<file path="src/rtl/decode_pkg.sv">
`default_nettype none

package decode_pkg;

    typedef logic [31:0] word_t;
    typedef logic [31:0] inst_t;
    typedef logic [4:0]  reg_addr_t;

    // instruction field positions
    localparam int OP_HI  = 31;
    localparam int OP_LO  = 26;
    localparam int RS_HI  = 25;
    localparam int RS_LO  = 21;
    localparam int RT_HI  = 20;
    localparam int RT_LO  = 16;
    localparam int RD_HI  = 15;
    localparam int RD_LO  = 11;
    localparam int SA_HI  = 10;
    localparam int SA_LO  = 6;
    localparam int FN_HI  = 5;
    localparam int FN_LO  = 0;
    localparam int IMM_HI = 15;
    localparam int IMM_LO = 0;

    localparam logic [5:0] OPC_SPECIAL = 6'b000000;
    localparam logic [5:0] OPC_ORI     = 6'b001101;
    localparam logic [5:0] OPC_ANDI    = 6'b001100;
    localparam logic [5:0] OPC_XORI    = 6'b001110;
    localparam logic [5:0] OPC_LUI     = 6'b001111;
    localparam logic [5:0] OPC_ADDI    = 6'b001000;
    localparam logic [5:0] OPC_ADDIU   = 6'b001001;
    localparam logic [5:0] OPC_SLTI    = 6'b001010;
    localparam logic [5:0] OPC_SLTIU   = 6'b001011;

    // function codes under SPECIAL
    localparam logic [5:0] FN_OR   = 6'b100101;
    localparam logic [5:0] FN_AND  = 6'b100100;
    localparam logic [5:0] FN_XOR  = 6'b100110;
    localparam logic [5:0] FN_NOR  = 6'b100111;
    localparam logic [5:0] FN_SLL  = 6'b000000;
    localparam logic [5:0] FN_SRL  = 6'b000010;
    localparam logic [5:0] FN_SRA  = 6'b000011;
    localparam logic [5:0] FN_SLLV = 6'b000100;
    localparam logic [5:0] FN_SRLV = 6'b000110;
    localparam logic [5:0] FN_SRAV = 6'b000111;
    localparam logic [5:0] FN_ADD  = 6'b100000;
    localparam logic [5:0] FN_ADDU = 6'b100001;
    localparam logic [5:0] FN_SUB  = 6'b100010;
    localparam logic [5:0] FN_SUBU = 6'b100011;
    localparam logic [5:0] FN_SLT  = 6'b101010;
    localparam logic [5:0] FN_SLTU = 6'b101011;

    localparam reg_addr_t NOP_REG = 5'd0;

    typedef enum logic [7:0] {
        ALU_NOP   = 8'b0000_0000,
        ALU_OR    = 8'b0010_0101,
        ALU_AND   = 8'b0010_0100,
        ALU_XOR   = 8'b0010_0110,
        ALU_NOR   = 8'b0010_0111,
        ALU_SLL   = 8'b0111_1100,
        ALU_SRL   = 8'b0000_0010,
        ALU_SRA   = 8'b0000_0011,
        ALU_ADD   = 8'b0010_0000,
        ALU_ADDU  = 8'b0010_0001,
        ALU_SUB   = 8'b0010_0010,
        ALU_SUBU  = 8'b0010_0011,
        ALU_SLT   = 8'b0010_1010,
        ALU_SLTU  = 8'b0010_1011,
        ALU_ADDI  = 8'b0101_0101,
        ALU_ADDIU = 8'b0101_0110
    } aluop_e;

    // result class seen by the execute stage
    typedef enum logic [2:0] {
        SEL_NOP   = 3'b000,
        SEL_LOGIC = 3'b001,
        SEL_SHIFT = 3'b010,
        SEL_ARITH = 3'b100
    } alusel_e;

endpackage

`default_nettype wire

</file>
<file path="src/rtl/decode_if.sv">
`timescale 1ns/1ns
`default_nettype none

interface decode_if import decode_pkg::*; ();

    logic      re1;
    logic      re2;
    reg_addr_t ra1;
    reg_addr_t ra2;
    word_t     imm;
    reg_addr_t wd;
    logic      wreg;
    aluop_e    aluop;
    alusel_e   alusel;
    logic      illegal;

    modport dec (
        output re1, re2, ra1, ra2, imm, wd, wreg, aluop, alusel, illegal
    );

    // operand selects and pipeline register
    modport sink (
        input re1, re2, ra1, ra2, imm, wd, wreg, aluop, alusel, illegal
    );

endinterface

`default_nettype wire

</file>
<file path="src/rtl/instr_decoder.sv">
`timescale 1ns/1ns
`default_nettype none

module instr_decoder import decode_pkg::*; (
    input  inst_t     inst_i,
    decode_if.dec     dec
);

    logic [5:0] op;
    logic [5:0] funct;
    logic [4:0] shamt;
    reg_addr_t  rs;
    reg_addr_t  rt;
    reg_addr_t  rd;
    logic [15:0] imm16;

    aluop_e  r_op;
    alusel_e r_sel;
    logic    r_known;
    aluop_e  sh_op;
    logic    sh_imm;
    aluop_e  i_op;
    alusel_e i_sel;
    word_t   i_imm;

    assign op    = inst_i[OP_HI:OP_LO];
    assign rs    = inst_i[RS_HI:RS_LO];
    assign rt    = inst_i[RT_HI:RT_LO];
    assign rd    = inst_i[RD_HI:RD_LO];
    assign shamt = inst_i[SA_HI:SA_LO];
    assign funct = inst_i[FN_HI:FN_LO];
    assign imm16 = inst_i[IMM_HI:IMM_LO];

    // register-register ops under SPECIAL
    always_comb begin
        case (funct)
            FN_OR:   r_op = ALU_OR;
            FN_AND:  r_op = ALU_AND;
            FN_XOR:  r_op = ALU_XOR;
            FN_NOR:  r_op = ALU_NOR;
            FN_SLLV: r_op = ALU_SLL;
            FN_SRLV: r_op = ALU_SRL;
            FN_SRAV: r_op = ALU_SRA;
            FN_ADD:  r_op = ALU_ADD;
            FN_ADDU: r_op = ALU_ADDU;
            FN_SUB:  r_op = ALU_SUB;
            FN_SUBU: r_op = ALU_SUBU;
            FN_SLT:  r_op = ALU_SLT;
            FN_SLTU: r_op = ALU_SLTU;
            default: r_op = ALU_NOP;
        endcase
    end

    always_comb begin
        case (funct)
            FN_OR, FN_AND, FN_XOR, FN_NOR: r_sel = SEL_LOGIC;
            FN_SLLV, FN_SRLV, FN_SRAV:     r_sel = SEL_SHIFT;
            FN_ADD, FN_ADDU, FN_SUB, FN_SUBU,
            FN_SLT, FN_SLTU:               r_sel = SEL_ARITH;
            default:                       r_sel = SEL_NOP;
        endcase
    end

    assign r_known = (r_sel != SEL_NOP) && (shamt == 5'd0);

    // shift by shamt needs op and rs all zero
    always_comb begin
        case (funct)
            FN_SLL:  sh_op = ALU_SLL;
            FN_SRL:  sh_op = ALU_SRL;
            FN_SRA:  sh_op = ALU_SRA;
            default: sh_op = ALU_NOP;
        endcase
    end

    assign sh_imm = (inst_i[OP_HI:RS_LO] == 11'd0) && (sh_op != ALU_NOP);

    always_comb begin
        case (op)
            OPC_ORI, OPC_LUI: i_op = ALU_OR;
            OPC_ANDI:         i_op = ALU_AND;
            OPC_XORI:         i_op = ALU_XOR;
            OPC_ADDI:         i_op = ALU_ADDI;
            OPC_ADDIU:        i_op = ALU_ADDIU;
            OPC_SLTI:         i_op = ALU_SLT;
            OPC_SLTIU:        i_op = ALU_SLTU;
            default:          i_op = ALU_NOP;
        endcase
    end

    // immediate extension per opcode
    always_comb begin
        case (op)
            OPC_ORI, OPC_ANDI, OPC_XORI: begin
                i_sel = SEL_LOGIC;
                i_imm = {16'h0000, imm16};
            end
            OPC_LUI: begin
                i_sel = SEL_LOGIC;
                i_imm = {imm16, 16'h0000};
            end
            OPC_ADDI, OPC_ADDIU, OPC_SLTI, OPC_SLTIU: begin
                i_sel = SEL_ARITH;
                i_imm = {{16{imm16[15]}}, imm16};
            end
            default: begin
                i_sel = SEL_NOP;
                i_imm = '0;
            end
        endcase
    end

    assign dec.ra1 = rs;
    assign dec.ra2 = rt;

    always_comb begin
        // unknown encodings fall through with these values
        dec.aluop   = ALU_NOP;
        dec.alusel  = SEL_NOP;
        dec.wd      = NOP_REG;
        dec.wreg    = 1'b0;
        dec.re1     = 1'b0;
        dec.re2     = 1'b0;
        dec.imm     = '0;
        dec.illegal = 1'b1;
        if (sh_imm) begin
            dec.aluop   = sh_op;
            dec.alusel  = SEL_SHIFT;
            dec.wd      = rd;
            dec.wreg    = 1'b1;
            dec.re2     = 1'b1;
            dec.imm     = {27'd0, shamt};
            dec.illegal = 1'b0;
        end else if (op == OPC_SPECIAL && r_known) begin
            dec.aluop   = r_op;
            dec.alusel  = r_sel;
            dec.wd      = rd;
            dec.wreg    = 1'b1;
            dec.re1     = 1'b1;
            dec.re2     = 1'b1;
            dec.illegal = 1'b0;
        end else if (i_sel != SEL_NOP) begin
            dec.aluop   = i_op;
            dec.alusel  = i_sel;
            dec.wd      = rt;
            dec.wreg    = 1'b1;
            dec.re1     = 1'b1;
            dec.imm     = i_imm;
            dec.illegal = 1'b0;
        end
    end

endmodule

`default_nettype wire

</file>
<file path="src/rtl/operand_select.sv">
`timescale 1ns/1ns
`default_nettype none

module operand_select import decode_pkg::*; (
    input  logic      port_sel_i,
    decode_if.sink    dec,
    input  word_t     rf_rdata_i,
    input  logic      ex_wreg_i,
    input  reg_addr_t ex_wd_i,
    input  word_t     ex_wdata_i,
    input  logic      mem_wreg_i,
    input  reg_addr_t mem_wd_i,
    input  word_t     mem_wdata_i,
    output word_t     operand_o
);

    logic      re;
    reg_addr_t ra;

    // 0 picks the rs port, 1 the rt port
    assign re = port_sel_i ? dec.re2 : dec.re1;
    assign ra = port_sel_i ? dec.ra2 : dec.ra1;

    // execute result is newer than memory result
    always_comb begin
        if (!re) begin
            operand_o = dec.imm;
        end else if (ex_wreg_i && (ex_wd_i == ra)) begin
            operand_o = ex_wdata_i;
        end else if (mem_wreg_i && (mem_wd_i == ra)) begin
            operand_o = mem_wdata_i;
        end else begin
            operand_o = rf_rdata_i;
        end
    end

endmodule

`default_nettype wire

</file>
<file path="src/rtl/id_ex_reg.sv">
`timescale 1ns/1ns
`default_nettype none

module id_ex_reg import decode_pkg::*; (
    input  logic      clk,
    input  logic      arst_n_i,
    input  logic      valid_i,
    decode_if.sink    dec,
    input  word_t     reg1_i,
    input  word_t     reg2_i,
    output logic      ex_valid_o,
    output aluop_e    ex_aluop_o,
    output alusel_e   ex_alusel_o,
    output word_t     ex_reg1_o,
    output word_t     ex_reg2_o,
    output reg_addr_t ex_wd_o,
    output logic      ex_wreg_o,
    output logic      ex_illegal_o
);

    always_ff @(posedge clk or negedge arst_n_i) begin
        if (!arst_n_i) begin
            ex_valid_o   <= 1'b0;
            ex_aluop_o   <= ALU_NOP;
            ex_alusel_o  <= SEL_NOP;
            ex_reg1_o    <= '0;
            ex_reg2_o    <= '0;
            ex_wd_o      <= NOP_REG;
            ex_wreg_o    <= 1'b0;
            ex_illegal_o <= 1'b0;
        end else begin
            ex_valid_o <= valid_i;
            // fields hold between strobes
            if (valid_i) begin
                ex_aluop_o   <= dec.aluop;
                ex_alusel_o  <= dec.alusel;
                ex_reg1_o    <= reg1_i;
                ex_reg2_o    <= reg2_i;
                ex_wd_o      <= dec.wd;
                ex_wreg_o    <= dec.wreg;
                ex_illegal_o <= dec.illegal;
            end
        end
    end

endmodule

`default_nettype wire

</file>
<file path="src/rtl/decode_stage.sv">
`timescale 1ns/1ns
`default_nettype none

module decode_stage import decode_pkg::*; (
    input  logic      clk,
    input  logic      arst_n_i,
    input  logic      inst_valid_i,
    input  inst_t     inst_i,
    // register file
    output logic      rf_re1_o,
    output logic      rf_re2_o,
    output reg_addr_t rf_raddr1_o,
    output reg_addr_t rf_raddr2_o,
    input  word_t     rf_rdata1_i,
    input  word_t     rf_rdata2_i,
    // bypass from execute and memory
    input  logic      ex_wreg_i,
    input  reg_addr_t ex_wd_i,
    input  word_t     ex_wdata_i,
    input  logic      mem_wreg_i,
    input  reg_addr_t mem_wd_i,
    input  word_t     mem_wdata_i,
    // to execute
    output logic      ex_valid_o,
    output aluop_e    ex_aluop_o,
    output alusel_e   ex_alusel_o,
    output word_t     ex_reg1_o,
    output word_t     ex_reg2_o,
    output reg_addr_t ex_wd_o,
    output logic      ex_wreg_o,
    output logic      ex_illegal_o
);

    decode_if dec_if ();

    word_t reg1;
    word_t reg2;

    assign rf_re1_o    = dec_if.re1;
    assign rf_re2_o    = dec_if.re2;
    assign rf_raddr1_o = dec_if.ra1;
    assign rf_raddr2_o = dec_if.ra2;

    instr_decoder u_decoder (
        .inst_i (inst_i),
        .dec    (dec_if.dec)
    );

    operand_select op1_sel (
        .port_sel_i  (1'b0),
        .dec         (dec_if.sink),
        .rf_rdata_i  (rf_rdata1_i),
        .ex_wreg_i   (ex_wreg_i),
        .ex_wd_i     (ex_wd_i),
        .ex_wdata_i  (ex_wdata_i),
        .mem_wreg_i  (mem_wreg_i),
        .mem_wd_i    (mem_wd_i),
        .mem_wdata_i (mem_wdata_i),
        .operand_o   (reg1)
    );

    operand_select op2_sel (
        .port_sel_i  (1'b1),
        .dec         (dec_if.sink),
        .rf_rdata_i  (rf_rdata2_i),
        .ex_wreg_i   (ex_wreg_i),
        .ex_wd_i     (ex_wd_i),
        .ex_wdata_i  (ex_wdata_i),
        .mem_wreg_i  (mem_wreg_i),
        .mem_wd_i    (mem_wd_i),
        .mem_wdata_i (mem_wdata_i),
        .operand_o   (reg2)
    );

    id_ex_reg u_id_ex (
        .clk          (clk),
        .arst_n_i     (arst_n_i),
        .valid_i      (inst_valid_i),
        .dec          (dec_if.sink),
        .reg1_i       (reg1),
        .reg2_i       (reg2),
        .ex_valid_o   (ex_valid_o),
        .ex_aluop_o   (ex_aluop_o),
        .ex_alusel_o  (ex_alusel_o),
        .ex_reg1_o    (ex_reg1_o),
        .ex_reg2_o    (ex_reg2_o),
        .ex_wd_o      (ex_wd_o),
        .ex_wreg_o    (ex_wreg_o),
        .ex_illegal_o (ex_illegal_o)
    );

endmodule

`default_nettype wire

</file>
<file path="config.mk">
export PLATFORM = sky130hd
export DESIGN_NAME = decode_stage
export DESIGN_NICKNAME = d
export VERILOG_FILES = /design/src/rtl/decode_pkg.sv /design/src/rtl/decode_if.sv /design/src/rtl/instr_decoder.sv /design/src/rtl/operand_select.sv /design/src/rtl/id_ex_reg.sv /design/src/rtl/decode_stage.sv
export SDC_FILE = /design/constraint.sdc
export NUM_CORES = 1
export LEC_CHECK = 0
export BUFFER_PORTS_ARGS = -buffer_cell sky130_fd_sc_hd__buf_4
export CAP_MARGIN = 30
export CORE_AREA = 2 2 127 104
export CTS_BUF_LIST = sky130_fd_sc_hd__clkbuf_16
export DETAILED_ROUTE_END_ITERATION = 8
export DIE_AREA = 0 0 129 106
export HOLD_SLACK_MARGIN = 0.15
export PLACE_DENSITY = 0.77
export SYNTH_ARGS = -nofsm -noshare
export SYNTH_HDL_FRONTEND = slang
export SYNTH_SLANG_ARGS = --single-unit
</file>
<file path="constraint.sdc">
create_clock -name clk -period 2.82 [get_ports clk]
set_input_delay 0.564 -clock clk [delete_from_list [all_inputs] [get_ports clk]]
set_output_delay 0.564 -clock clk [all_outputs]
set_load 0.05 [all_outputs]
</file>
**Yosys cells after proc, flatten, opt, wreduce, memory -nomap -nowiden**

Memories as Yosys holds them, arrays and structs flattened.
Cells that the tools add are included.

- Add/sub/neg operators: 0
- Multiply operators: 0
- Div/mod/pow operators: 0
- $lt $le $gt $ge: 0
- Eq/ne operators: 14
- Shifts and indexed selects: 0
- Muxes and demuxes: 31
- Bitwise gates (word level): 0
- Reduce and logical (&&, ||, !) cells: 18

Operator list:

| kind | number |
|---|---|
| two-way mux 32 bit | 9 |
| case mux 32 bit (3 select lines) | 1 |
| equality test 6 x 4 -> 1 bit, second input constant | 8 |
| two-way mux 8 bit | 4 |
| case mux 7 bit (3 select lines) | 1 |
| equality test 5 bit | 4 |
| two-way mux 5 bit | 3 |
| equality test 6 x 2 -> 1 bit, second input constant | 2 |
| zero test 6 bit | 2 |
| zero test 11 bit | 1 |
| two-way mux 1 bit | 9 |
| two-way mux 3 bit | 3 |
| nonzero test 8 bit | 1 |
| OR reduction 4 bit | 2 |
| logical AND 1 bit | 7 |
| case mux 3 bit (2 select lines) | 1 |
| nonzero test 3 bit | 2 |
| zero test 5 bit | 1 |
| OR reduction 3 bit | 1 |
| zero test 2 bit | 1 |

- Flip-flop bits (word level): 83
- Bits in latches: 0
- Bits in writable memories: 0
- Memory bits (read-only): 752
- Bits of input ports: 175
- Output and inout port bits: 95
- Memories kept: 3

Memory list:

| name | words | bits a word | read ports | clocked after memory_dff | write ports | line | source |
|---|---|---|---|---|---|---|---|
| (no name shown) | 64 | 7 | 1 | 0 | 0 | instr_decoder.sv:36 | `case (funct)` |
| (no name shown) | 64 | 3 | 1 | 0 | 0 | instr_decoder.sv:55 | `case (funct)` |
| (no name shown) | 16 | 7 | 1 | 0 | 0 | instr_decoder.sv:79 | `case (op)` |

**Depth between registers and ports, before layout**

- Word-level depth: 8
- Depth in mapped cells: 8
- Depth with buffers taken out: 7

**Modules after synthesis**

From an unflattened synthesis, not the netlist that was laid out.

- Cells, all modules: 722
- Area total of the unflattened synthesis: 7,692.4 um2

Modules (own cells, without submodules):

| module | instances | cells an instance | area each (um2) | seq. area each (um2) |
|---|---|---|---|---|
| id_ex_reg | 1 | 174 | 3,472.1 | 2,077.0 |
| operand_select | 2 | 208 | 1,661.6 | 0.0 |
| instr_decoder | 1 | 130 | 889.6 | 0.0 |
| decode_stage | 1 | 2 | 7.5 | 0.0 |

**Worst setup path after synthesis**

OpenSTA, ideal clock, no wires.

- Kind: input -> output
- Start: input inst_i[26]
- End: output rf_re2_o
- Arrival: 2,007 ps
- Required time: 2,256 ps
- Setup slack: 249 ps
- Cell stages on the path: 8
- Buffers on the path: 1
- Path through: inv_1 > ha_1 > nor4b_4 > nand3_1 > nor3_4 > nor2_4 > buf_6 > inv_1

- Longest elaborated chain between the ends: 4
- Elaborated cells between the ends (all ways): 6

Ends and longest elaborated chain:

| element | line | source |
|---|---|---|
| from (decl) | decode_stage.sv:8 | `input inst_t inst_i,` |
| zero test 6 bit | instr_decoder.sv:134 | `end else if (op == OPC_SPECIAL && r_known) begin` |
| logical AND 1 bit | instr_decoder.sv:134 |  |
| two-way mux 1 bit | instr_decoder.sv:134 |  |
| two-way mux 1 bit (*) | instr_decoder.sv:126 | `if (sh_imm) begin` |
| to (decl) | decode_stage.sv:11 | `output logic rf_re2_o,` |

Every way passes the cells marked *; elsewhere a longest branch is shown, timed or not.

**Worst setup path after layout**

- Start: input inst_i[26]
- End: output rf_re1_o

- Longest elaborated chain between the ends: 7
- Elaborated cells between the ends (all ways): 19

Ends and longest elaborated chain:

| element | line | source |
|---|---|---|
| equality test 6 x 4 -> 1 bit | instr_decoder.sv:93 | `case (op)` |
| OR reduction 4 bit, on equally long branches | -- |  |
| case mux 3 bit (2 select lines) | instr_decoder.sv:93 |  |
| nonzero test 3 bit | instr_decoder.sv:142 | `end else if (i_sel != SEL_NOP) begin` |
| two-way mux 1 bit | instr_decoder.sv:142 |  |
| two-way mux 1 bit | instr_decoder.sv:134 |  |
| two-way mux 1 bit (*) | instr_decoder.sv:126 |  |
| to (decl) | decode_stage.sv:10 | `output logic rf_re1_o,` |

Marks and branches as above.

==> metrics.txt <==
Final Util=between 60% and 70%; Final Wtd Congestion=0.919; ranking of synthesized cells by area=dfrtp_1, mux2i_1, o221ai_1, nand3_1, nand2_1; share of layout cells above drive strength 1=a little under two fifths; io pins=between 200 and 300; most frequent cells in the layout=buf_4, dfrtp_1, nand2_1; final WL=approximately 23 mm; final setup fails=0; Post CTS Setup Buffer Count=0; Critical Path RT=approximately 2.3 ns; unrepaired setup endpoints after global routing=false; first-pass GRT wire length=34.2 mm; power density over the cells=410 mW/mm2; Worst Skew=0 ns; wire per inst=approximately 21 um; via count=6480; grt total ovfl=0; Hold Violations, Final=0; Total GRT Usage=32.6%; Post-synth ARST share=100%; diode count=0; vias in the first global route=about 6300; status=finished clean; CTS Buf Count=9; hold crit path type=in2async; cts repair resizes=0; count of cell types in the netlist=a little under 70; # DRC=0; IO Port Bufs=between 200 and 300; cts hold-fix bufs=0; CTS tree=done; # fillers=approximately 1100; sequential area share after synthesis=about a third; Worst Max-Slew Pin Slew=between 0.6 and 0.7 ns; Avg Cell Area, Syn=8.95 um2; Sum Neg Setup Slack=0 ns; layout net count=between 1000 and 1500; clock slew at reported path FFs=0.07 ns; finished layout cell area=about 0.0082 mm2; Yosys Warn Count=0; Max Slew Vio Count=0; CTS Sinks=81; dominant cell type by area after synthesis=dfrtp_1; core area=approximately 0.013 mm2; dpl hpwl=approximately 17 mm; Post-Syn Area=0.00584 mm2; worst skew pair latency=0.34 ns; Crit Path Max Fanout=6; Die ar.=0.0137 mm2; crit path DAT=between 2 and 2.5 ns; relative slew slack=between 50 and 60%; synth-to-layout area growth=39.6%; Post-DP Area=0.00789 mm2; fmax=around 0.37 GHz; Total Power=around 0.0033 W; Post-synth EDFFs=0; Die Span Y=106 um; Seq cells post-synth=81; crit path kind=in2out; Main synth FF type=dfrtp_1; Die Wd=~130 um; antenna violations before repair=0; Clock Path Buffers=2; Worst VDD drop=307 uV; Lkg Pwr=approximately 3.7 nW; Post-Syn Instances=~650; Synth Net Count=about 830; antenna-violating nets left=0; Via density=6.08; Period minus WS final=approximately 2.7 ns; Worst Setup End Kind=output pin; largest net degree at the start of global routing=47; crit start category=input pin; Initial Util=46.6%; root buffer cell=clkbuf_16; # rows=37; Period Utilization, post-route=a little over nine tenths; Detailed Routing Iterations Pass 1=6; DRT iter0 DRCs=around 630; # H-tree levels=3; Max Cap Viol=0; top-area cell type share of the netlist area=34.7%; leading cell type in the layout, fill and taps excluded=buf_4
-- registers in the layout, summed over array words and instances (netlist names) --
name	cells
u_id_ex.ex_reg2_o	32
u_id_ex.ex_illegal_o	1
u_id_ex.ex_alusel_o	3
u_id_ex.ex_reg1_o	32
u_id_ex.ex_wd_o	5
u_id_ex.ex_valid_o	1
u_id_ex.ex_aluop_o	6
u_id_ex.ex_wreg_o	1
-- area by class of cell --
| type | count | area (um2) | share of cell area (%) |
|---|---|---|---|
| multi-input combinational | 460 | 3290 | 40.3 |
| timing repair buffer | 292 | 2200 | 27.0 |
| sequential | 81 | 2030 | 24.9 |
| clock buffer | 9 | 225 | 2.76 |
| tap | 175 | 219 | 2.69 |
| inverter | 41 | 154 | 1.89 |
| clock inverter | 7 | 37.5 | 0.460 |
-- cells by family after synthesis --
| kind of cell | Yosys count | synth area share [%] |
|---|---|---|
| and+or+nand+nor | 203 | 18.9 |
| AOI/OAI and AO/OA | 193 | 26.3 |
| buffers and inverters | 112 | 9.30 |
| DFF | 81 | 34.7 |
| muxes | 39 | 6.68 |
| xor gates and xnor gates | 20 | 3.13 |
| adders and majority gates | 4 | 0.857 |
| other | 1 | 0.0642 |
-- synthesized netlist by cell type (all sizes together), types with 5 or more instances --
master / n
mux2i: 39
o221ai: 43
o22ai: 20
a31o: 5
nor3: 10
nor2: 39
nor2b: 19
o31ai: 20
buf: 40
a211oi: 16
xnor2: 18
a21oi: 12
a31oi: 24
o2bb2ai: 19
nand4: 20
nand2: 45
a211o: 5
clkbuf: 31
o21ai: 10
or4: 6
dfrtp: 81
inv: 40
nand3: 43
-- metal layers --
metal  part of all wire, %  track usage, %  up-vias
li1                      -               -     2913
met1                    41            43.2     3116
met2                    47            52.6      417
met3                    10            8.15       34
met4                   2.1            9.94        0
met5                     0               0        -
-- per-stage QoR --
stage	instances	hold slack [ns]	worst slack, ns
final	1065	0.195	0.114
after global routing	1065	0.237	0.0220
after CTS	1065	0.212	0.134
after detailed placement	1049	0.488	0.140
after global placement	1049	0.481	0.184
after floorplan	653	0.268	0.249
-- worst max-delay path: stages --
cell     delay [ns]
buf_4          0.11
inv_1          0.09
ha_1           0.24
or4_4          0.55
nand2_1        0.19
o31ai_4        0.17
buf_4          0.22
-- power breakdown --
part	switching (W)	internal, W	leakage, nW
sequential	0.0000411	0.00122	1.08
clock	0.000503	0.000586	0.128
combinational	0.000612	0.000383	2.49
total	0.00116	0.00219	3.70
-- final timing paths --
kind                                       start                      to  slack, ns  depth (start not counted)
max in group asynchronous               arst_n_i   u_id_ex.ex_reg1_o[17]       1.97                          2
hold / removal                          arst_n_i  u_id_ex.ex_alusel_o[2]       0.19                          1
setup / recovery                      inst_i[26]                rf_re1_o       0.11                          7
min in group clk                  ex_wdata_i[25]   u_id_ex.ex_reg1_o[25]       0.48                          3
setup reg to reg           u_id_ex.ex_reg2_o[15]   u_id_ex.ex_reg2_o[15]       1.79                          3
hold reg to reg            u_id_ex.ex_reg1_o[19]   u_id_ex.ex_reg1_o[19]       0.51                          2
No activity file was read; power rests on OpenSTA's default activity.
